<file path="src/gprPkg.sv">
package gprPkg;

	localparam int gprWidth = 64;
	localparam int gprCount = 32;
	localparam int laneCount = 3;	// lanes A, B, C
	localparam int portCount = 6;	// two read ports per lane
	localparam int immWidth = 33;	// imm32 plus sign-extend bit
	localparam int idxWidth = $clog2(gprCount);
	localparam int laneIdWidth = $clog2(laneCount);

	// special ids, top of the 6-bit space
	localparam logic [idxWidth:0] gprIdZzr = 6'h3F;
	localparam logic [idxWidth:0] gprIdImm = 6'h3E;

	// register id: raw word for compares, split view for bank addressing
	typedef union packed
	{
		logic [idxWidth:0] raw;
		struct packed
		{
			logic isSpecial;	// set for zzr, imm and the other non-gpr ids
			logic [idxWidth-1:0] idx;
		} fld;
	} gprId_t;

	// one lane result, dest id plus value
	typedef struct packed
	{
		gprId_t id;
		logic [gprWidth-1:0] val;
	} writeLane_t;

	// lane A at index 0
	typedef writeLane_t [laneCount-1:0] stageWrites_t;

	typedef gprId_t [portCount-1:0] portIds_t;

	typedef logic [portCount-1:0][gprWidth-1:0] portVals_t;

	typedef logic [laneCount-1:0][immWidth-1:0] laneImms_t;

endpackage

</file>
<file path="src/operandSelect.sv">
`timescale 1ns/1ps

module operandSelect import gprPkg::*;
(
	input portIds_t readIds,
	input portVals_t bankVals,
	input laneImms_t laneImms,
	output portVals_t selVals,
	output logic [portCount-1:0] isConst
);

	always_comb
	begin
		logic [immWidth-1:0] imm;

		for (int p = 0; p < portCount; p++)
		begin
			imm = laneImms[p / 2];	// ports 2l and 2l+1 belong to lane l
			if (!readIds[p].fld.isSpecial)
			begin
				selVals[p] = bankVals[p];	// plain gpr
				isConst[p] = 1'b0;
			end
			else if (readIds[p].raw == gprIdImm)
			begin
				// bit 32 picks ones or zeros for the top half
				selVals[p] = {{(gprWidth - immWidth + 1){imm[immWidth-1]}},
					imm[immWidth-2:0]};
				isConst[p] = 1'b1;
			end
			else if (readIds[p].raw == gprIdZzr)
			begin
				selVals[p] = '0;
				isConst[p] = 1'b1;
			end
			else
			begin
				// other special ids read zero but stay non-const
				selVals[p] = '0;
				isConst[p] = 1'b0;
			end
		end
	end

endmodule

</file>
<file path="config.mk">
export PLATFORM = sky130hd
export DESIGN_NAME = operandSelect
export DESIGN_NICKNAME = d
export VERILOG_FILES = /design/src/gprPkg.sv /design/src/operandSelect.sv
export SDC_FILE = /design/constraint.sdc
export NUM_CORES = 1
export LEC_CHECK = 0
export ABC_AREA = 1
export BUFFER_PORTS_ARGS = -buffer_cell sky130_fd_sc_hd__buf_2
export CORE_AREA = 2 2 351 353
export DETAILED_ROUTE_END_ITERATION = 7
export DIE_AREA = 0 0 353 355
export GPL_TIMING_DRIVEN = 0
export PLACE_DENSITY = 0.3
export SYNTH_ARGS = -nofsm -noshare
export SYNTH_HDL_FRONTEND = slang
export SYNTH_SLANG_ARGS = --single-unit
export TNS_END_PERCENT = 50
</file>
<file path="constraint.sdc">
create_clock -name vclk -period 0.9
set_input_delay 0.18 -clock vclk [all_inputs]
set_output_delay 0.18 -clock vclk [all_outputs]
set_load 0.01 [all_outputs]
</file>
Word-level counts from Yosys, hierarchy flattened
Cells that the tools add are included.
{"block": "totals", "memories": 0, "reg_bits": 0, "word_cells": 42, "ramBits": 0, "in_bits": 519, "output_inout_bits": 390, "mem_bits_ro": 0, "latchBits": 0}
{"block": "classes", "muxes": 30, "shifts": 0, "n_mul": 0, "div_mod_pow": 0, "n_reduce_logical": 0, "magnitude_cmp": 0, "n_bitwise": 0, "add_sub_neg": 0, "n_eq_ne": 12}
{"cell": "64-bit two-way mux", "count": 12}
{"cell": "6-bit == test, second input constant", "count": 12}
{"cell": "1-bit two-way mux", "count": 18}

Logic depth before layout (Yosys ltp)
Gate-level depths: netlist (run 1).
{"block": "logic_depth", "depth_word": 4, "depth_mapped": 5, "depth_no_buf": 4}

Worst setup path after synthesis (run 1)
OpenSTA, ideal clock, no wires.
{"block": "synth_path", "kind": "input-to-output", "from": "input port readIds[3] (netlist bit)", "to": "output port selVals[10] (netlist bit)", "stages": 5, "arrival_ns": 0.791, "t_required_ns": 0.720, "n_path_buf": 1, "setup_slack_ns": -0.071, "path_cell_list": "nand2_1 nor2_4 buf_2 nand3_1 nand2_1"}
{"item": "start, declared", "line_no": "operandSelect.sv:5", "rtl": "input portIds_t readIds,"}
{"item": "end, declared", "line_no": "operandSelect.sv:8", "rtl": "output portVals_t selVals,"}

Worst setup path after layout (run 1)
{"block": "layout_path", "from": "input port readIds[11] (netlist bit)", "to": "output port isConst[1]"}
{"block": "layout_between", "elab_chain_len": 4, "word_cells_on_any_way": 5, "classes_between": "eq/ne: 2; mux: 3"}
{"item": "6-bit == test", "line_no": "operandSelect.sv:31", "rtl": "else if (readIds[p].raw == gprIdZzr)"}
{"item": "1-bit two-way mux", "line_no": "operandSelect.sv:31"}
{"item": "1-bit two-way mux", "line_no": "operandSelect.sv:24", "rtl": "else if (readIds[p].raw == gprIdImm)"}
{"item": "1-bit two-way mux *", "line_no": "operandSelect.sv:19", "rtl": "if (!readIds[p].fld.isSpecial)"}
{"item": "end, declared", "line_no": "operandSelect.sv:9", "rtl": "output logic [portCount-1:0] isConst"}
Mark *: on every way between the ends. The rest lies on a longest branch, timed or not.

==> results of run 1 <==
[worst paths after layout]
kind                       from           end  cells after the start
setup / recovery    readIds[11]    isConst[1]                      6
hold / removal    bankVals[275]  selVals[275]                      4
[cells by family (layout without fill, tap and decap cells)]
logic type,count (synthesis),after routing
AND/OR/NAND/NOR,996,996
buffers and inverters,102,1130
other,0,7
[through the flow]
stage / hold slack, ps / cell area [µm²] / setup TNS, ps / setup slack [ps]
floorplan: 457 / 5260 / -17450 / -56.0
global route: 651 / 18400 / -184570 / -582
detailed placement: 642 / 11800 / -255710 / -1410
CTS: 638 / 15700 / -173560 / -552
finish: 637 / 18400 / -167100 / -641
global placement: 641 / 11800 / -260990 / -1490
[power breakdown]
part / internal [mW] / switching (mW) / total, mW / leakage [nW]
Clock: 0.000000626 / 0 / 0.000000626 / 0.0000398
Combinational: 3.84 / 4.35 / 8.19 / 9.27
Sequential: 0 / 0 / 0 / 0
Total: 3.84 / 4.35 / 8.19 / 9.27
[synthesized netlist by cell type (all sizes together)]
| library cell | instances | area share |
|---|---|---|
| clkbuf | 15 | 0.012 |
| nand3 | 198 | 0.22 |
| nor3 | 6 | 0.0062 |
| buf | 79 | 0.093 |
| nor2 | 12 | 0.028 |
| inv | 8 | 0.0062 |
| nand2 | 780 | 0.64 |
[layer usage]
metal	track usage	wire, µm
met1	0.186	40000
met2	0.172	33300
met3	0.0390	9180
met4	0.0111	1180
met5	0	47
[layout by cell type, fill, tap and decap left out]
cell	instances
buf_12	58
buf_16	15
buf_2	652
buf_4	57
buf_6	273
buf_8	40
bufbuf_16	4
clkbuf_16	10
clkbuf_2	5
clkbuf_4	5
clkbuf_8	3
diode_2	7
inv_2	4
inv_4	4
nand2_1	501
nand2_2	115
nand2_4	153
nand2_8	11
nand3_1	63
nand3_2	66
nand3_4	69
nor2_4	12
nor3_1	6
[worst min-delay path, cell delays in order]
cell     delay [ps]
buf_2            70
nand2_1          40
nand2_1          50
buf_2           120
[final cells by class]
class / instances / area, µm² / area share
inverters: 8 / 40.0 / 0.00218
multi-input cells: 996 / 6890 / 0.374
well taps: 1625 / 2030 / 0.110
diodes: 7 / 17.5 / 0.000952
repair buffers: 1033 / 8270 / 0.449
plain buffers: 89 / 1150 / 0.0625
[what timing repair did]
item | CTS | global route
buffers inserted | 66 | 29
setup endpoints to repair | 390 | 390
gates resized for setup | 628 | 509
pin swaps | 85 | 101
gates cloned | 25 | 10
==> results_dict.tcl, run 1 <==
set metrics [dict create \
    outcome "finished with violations" \
    violations "setup timing" \
    layout.cells.non_filler 3758 \
    core_region_area_um2 121000 \
    io_pins 909 \
    crit_family "buffers and inverters" \
    grtUsageTotal 0.123 \
    io_buffers 909 \
    fp.dieH_um 355 \
    syn_area_um2 4820 \
    synthAdderAreaFrac 0 \
    drive_gt1_frac 0.732 \
    drt-pass1-iter-count 5 \
    rsz0062_at_grt "true" \
    grt_pass1_wl_mm 106 \
    cap_violations 0 \
    rows 128 \
    grt_antenna_before_repair 15 \
    final-hold-violation-count 0 \
    seq_cell_count 0 \
    crit_type "primary input to output port" \
    fin_ws_ps -641 \
    peakVddDrop_mv 0.183 \
    yosysWarnings 0 \
    relSlewSlack 0.564 \
    cp_max_fo 2 \
    overflow 0 \
    tightest_slew_ps 649 \
    worstSetupEndpointType "output port" \
    finalPower_mw 8.19 \
    critical_path.slowest_cell "nor3_1" \
    die_w_um 353 \
    critPathArrivalTime_ps 1360 \
    crit_buf_inv 4 \
    synthMuxAreaShare 0 \
    slew_violations 0 \
    synth_cells 1098 \
    grt_max_degree 11 \
    yosys.area_share.simple 0.889 \
    drc 0 \
    vias 11800 \
    routedWlPerCell_um 22.3 \
    period_share 1.71 \
    worst_setup_path_start_kind "primary input" \
    setup_viol 390 \
    critical-path-max-stage-delay_ps 530 \
    seq_area_frac_synth 0 \
    final_core_util 0.152 \
    avgViaCountPerCell 3.15 \
    nets 2647 \
    grt_pass1_vias 11700 \
    regArea_um2 0 \
    ant_nets 0 \
    hpwl_mm 70.0 \
    fill_cells 14100 \
    cts_hold_buf 0 \
    die-area_um2 125000 \
    critPathRequiredTime_ps 720 \
    fmaxAchievable_ghz 0.649 \
    synth_nets 1617 \
    clock_buffers 0 \
    synthToLayoutAreaGrowth_pct 282 \
    ys_types 12 \
    gp_congestion 0.911 \
    floorplan.initialDensity 0.0397 \
    synth_top_family_by_area "simple AND/OR/NAND/NOR gates" \
    placedCellCount 3632 \
    crit_top_cell "buf_4" \
    wl_mm 83.7 \
    power_density_nw_per_um2 445 \
    synth_xor_area_frac 0 \
    path_cells "buf_8 > nand2_4 > buf_4 > buf_4 > nor3_1 > buf_2" \
    drt-initial-drc-count 853 \
    avgSynthCellArea_um2 4.39 \
    leakage_nw 9.27 \
    synth_compound_area_frac 0 \
    fin_crit_ps 1540 \
    min_path_type "primary input to output port" \
]
(Power assumes the default switching activity.)
==> run 2, diff against run 1 <==
--- a/config.mk
+++ b/config.mk
@@ -15,4 +15,3 @@
 export SYNTH_ARGS = -nofsm -noshare
 export SYNTH_HDL_FRONTEND = slang
 export SYNTH_SLANG_ARGS = --single-unit
-export TNS_END_PERCENT = 50
==> constraint.sdc (replaced) <==
create_clock -name vclk -period 0.9
set_input_delay 0.045 -clock vclk [all_inputs]
set_output_delay 0.045 -clock vclk [all_outputs]
set_load 0.01 [all_outputs]
==> run 2 against run 1 <==
  * The run still ends with setup timing left
  * Clock-buffer cell count is the same
  * Die area unchanged
  * Non-clock buffer count fell by 8
  * First-iteration DRC count shrank 31%
  * Critical path type unchanged
  * Critical endpoint is now selVals[190]
  * Largest cell class unchanged
==> results_dict.tcl, run 2 (synthesis results as in run 1) <==
set metrics [dict create \
    cp_max_fo 8 \
    wl_mm 84.9 \
    clock_buffers 0 \
    drt-pass1-iter-count 5 \
    cap_violations 0 \
    crit_family "simple AND/OR/NAND/NOR gates" \
    final_common_cell "buf_2" \
    post_dp_cell_area_um2 11400 \
    peakVddDrop_mv 0.198 \
    drive_gt1_frac 0.717 \
    grt_max_degree 11 \
    io_pins 909 \
    timing.critical_path.to "selVals[190]" \
    hold_path_startpoint "bankVals[247]" \
    grt_antenna_before_repair 41 \
    fin_crit_ps 1120 \
    stdcell_area_um2 18500 \
    pre_cts_slack_ps -977 \
    leakage_nw 9.36 \
    violations "setup timing" \
    ant_nets 0 \
    tightest_slew_ps 371 \
    gp_congestion 0.915 \
    routedWlPerCell_um 22.7 \
    fin_ws_ps -224 \
    drc 0 \
    power_density_nw_per_um2 440 \
    fmaxAchievable_ghz 0.890 \
    grtUsageTotal 0.123 \
    fin_hold_ws_ps 367 \
    crit_buf_inv 4 \
    final-hold-violation-count 0 \
    vias 11600 \
    drt-initial-drc-count 588 \
    path_cells "buf_8 > nand2_4 > nor2_4 > nand3_4 > buf_12 > buf_12 > nand2_4 > buf_6" \
    avgViaCountPerCell 3.10 \
    period_share 1.25 \
    rows 128 \
    overflow 0 \
    critPathArrivalTime_ps 1080 \
    fp.dieH_um 355 \
    critical_path.slowest_cell "nor2_4" \
    grt_pass1_vias 11600 \
    crit_cells 8 \
    setup_tns_ps -45060 \
    hpwl_mm 74.1 \
    seq_cell_count 0 \
    worst_setup_path_start_kind "primary input" \
    relSlewSlack 0.751 \
    setup_viol 376 \
    critPathRequiredTime_ps 850 \
    die_w_um 353 \
    die-area_um2 125000 \
    grt_pass1_wl_mm 105 \
    synthToLayoutAreaGrowth_pct 283 \
    cp-startpoint "readIds[15]" \
    min_path_type "primary input to output port" \
    slew_violations 0 \
    final_cell_mix "buf_2 (603), nand2_1 (509), buf_6 (330)" \
    worstSetupEndpointType "output port" \
    nets 2639 \
    io_buffers 909 \
    floorplan.initialDensity 0.0397 \
    rsz0062_at_grt "true" \
    regArea_um2 0 \
    core_region_area_um2 121000 \
    outcome "finished with violations" \
    crit_type "primary input to output port" \
    critical-path-max-stage-delay_ps 280 \
]
run 2: cell types whose count changed in the layout (fill, tap and decap cells not counted), sizes merged:
| cell | previous run | this run |
|---|---|---|
| clkbuf | 23 | 30 |
| bufbuf | 4 | 0 |
| buf | 1095 | 1084 |
| diode | 7 | 1 |
run 2: repair_timing:
| item | 4_1_cts | 5_1_grt |
|---|---|---|
| pin swaps | 54 | 128 |
| endpoints found under the setup margin | 380 | 382 |
| resized for setup | 687 | 675 |
| buffers inserted | 42 | 33 |
| gates cloned | 21 | 21 |
| hold buffers | 0 | 0 |
run 2: where the power goes:
part	internal, mW	switching (mW)	total, mW
combinational	3.87	4.25	8.12
clock	0.000000149	0	0.000000149
sequential	0	0	0
run 2: worst min-delay path by stage:
stage / slack (ps) / endpoint / depth (start not counted)
4_1_cts: 370 / selVals[247] / 4
6_report: 370 / selVals[247] / 4
3_5_place_dp: 370 / selVals[75] / 4
2_1_floorplan: 210 / selVals[100] / 2
3_3_place_gp: 370 / selVals[135] / 4
5_1_grt: 380 / selVals[13] / 4
run 2: per-stage QoR:
step	util	cells	power [mW]
2_1_floorplan	-	1098	1.90
3_3_place_gp	0.0939	3632	5.50
3_5_place_dp	0.0939	3632	5.48
4_1_cts	0.123	3695	6.91
5_1_grt	0.152	3743	8.64
6_report	0.152	3744	8.12
run 2: layout make-up:
| type | count | area, µm² |
|---|---|---|
| inverters | 8 | 50.0 |
| well taps | 1625 | 2030 |
| plain buffers | 92 | 1250 |
| multi-input cells | 996 | 6750 |
| repair buffers | 1022 | 8380 |
| diodes | 1 | 2.50 |
| fillers | 14100 | 103000 |
run 2: metal layers:
layer,GRT usage,vias up,part of all wire
li1,-,5473,-
met1,0.145,5296,0.39
met2,0.214,690,0.48
met3,0.0506,95,0.11
met4,0.0127,48,0.014
met5,0,-,0.0037
==> run 3, diff against run 2 <==
--- a/config.mk
+++ b/config.mk
@@ -12,6 +12,7 @@
 export DIE_AREA = 0 0 353 355
 export GPL_TIMING_DRIVEN = 0
 export PLACE_DENSITY = 0.3
+export SETUP_SLACK_MARGIN = 0.02
 export SYNTH_ARGS = -nofsm -noshare
 export SYNTH_HDL_FRONTEND = slang
 export SYNTH_SLANG_ARGS = --single-unit
==> run 3 against run 2 <==
  * The flow still finishes with violations (setup timing)
  * First-iteration DRC count rose by 6.8%
  * Final area rose by 5.1%
  * Via count rose by 1.7%
  * Core utilization rose by 0.77 points
  * Largest cell class unchanged
  * Largest power group unchanged
==> results_dict.tcl, run 3 (synthesis results as in run 1) <==
set metrics [dict create \
    outcome "finished with violations" \
    violations "setup timing" \
    layout.cells.non_filler 3762 \
    leakage_nw 9.52 \
    drive_gt1_frac 0.760 \
    critPathRequiredTime_ps 850 \
    crit_buf_inv 6 \
    grt_antenna_before_repair 41 \
    avgViaCountPerCell 3.14 \
    power_density_nw_per_um2 437 \
    fmaxAchievable_ghz 0.907 \
    final_core_util 0.160 \
    period_share 1.22 \
    die_w_um 353 \
    die-area_um2 125000 \
    critical_path.slowest_cell "nor2_4" \
    fin_ws_ps -202 \
    critPathArrivalTime_ps 1060 \
    grt_pass1_vias 11600 \
    routedWlPerCell_um 22.8 \
    rsz0062_at_grt "true" \
    worstSetupEndpointType "output port" \
    regArea_um2 0 \
    slew_violations 0 \
    cts_hold_buf 0 \
    cap_violations 0 \
    grtUsageTotal 0.123 \
    final_common_cell "buf_2" \
    io_buffers 909 \
    gp_congestion 0.915 \
    min_path_type "primary input to output port" \
    core_region_area_um2 121000 \
    setup_viol 378 \
    crit_family "buffers and inverters" \
    relSlewSlack 0.828 \
    worst_setup_path_start_kind "primary input" \
    grt_pass1_wl_mm 106 \
    peakVddDrop_mv 0.201 \
    synthToLayoutAreaGrowth_pct 302 \
    ant_nets 0 \
    placedCellCount 3632 \
    fp.dieH_um 355 \
    hpwl_mm 74.1 \
    io_pins 909 \
    tightest_slew_ps 258 \
    crit_type "primary input to output port" \
    seq_cell_count 0 \
    final-hold-violation-count 0 \
    nets 2653 \
    drt-pass1-iter-count 4 \
    cp_max_fo 8 \
    path_cells "buf_8 > inv_8 > nor2_4 > nand3_4 > buf_12 > buf_12 > buf_8 > nand2_4 > buf_6" \
    rows 128 \
    fin_crit_ps 1100 \
    pre_cts_slack_ps -977 \
    cp-startpoint "readIds[23]" \
    fill_cells 14100 \
    critical-path-max-stage-delay_ps 170 \
    drc 0 \
    grt_max_degree 11 \
    drt-initial-drc-count 628 \
    overflow 0 \
    hold_path_startpoint "bankVals[150]" \
    wl_mm 85.7 \
    final_cell_mix "buf_2 (576), nand2_1 (483), buf_6 (357)" \
    floorplan.initialDensity 0.0397 \
    clock_buffers 0 \
    vias 11800 \
]
-- run 3: cell count changes in the layout (fill, tap and decap cells not counted), moves of 4 or more --
cell and change:
nand3_4 +9, nand2_2 +22, diode_2 +4, buf_2 -27, clkbuf_16 +6, nand2_1 -26
nand3_1 -61, nand3_2 +52, buf_6 +27
-- run 3: area by class of cell --
class,count,area [µm²],share of cell area
multi-input combinational,996,7230,0.373
antenna,5,12.5,0.000645
inverter,8,55.1,0.00284
buffer,90,1230,0.0637
timing repair buffer,1038,8820,0.455
tap,1625,2030,0.105
-- run 3: power by group --
part	switching [mW]	internal, mW
logic	4.41	4.05
registers	0	0
clock network	0	0.000000748
-- run 3: layer usage --
metal  routed length [µm]  track usage
met5                  295            0
met4                 1550       0.0134
met3                 9280       0.0482
met2                41100        0.215
met1                33500        0.147
-- run 3: per-stage QoR --
step	power, mW	hold slack [ps]	setup TNS, ps	area, µm²
4_1_cts	6.97	368	-47120	15100
5_1_grt	8.97	383	-54720	19400
2_1_floorplan	1.90	211	0	4820
3_5_place_dp	5.48	371	-158350	11400
6_report	8.46	363	-41840	19400
3_3_place_gp	5.50	372	-161990	11400
-- run 3: final timing paths --
kind | end | slack [ps] | depth (start not counted)
worst min-delay path | selVals[150] | 360 | 4
worst max-delay path | selVals[246] | -200 | 9
-- run 3: tightest hold or removal path: cells and delay by family --
family / cells / cell delay, ps
buffers and inverters: 2 / 190
and+or+nand+nor: 2 / 80
-- run 3: what timing repair did --
action	in CTS	in global routing
hold endpoints to repair	0	0
gates cloned	24	23
resized for setup	714	783
pin swaps	54	193
buffers inserted	44	42
setup endpoints to repair	382	383
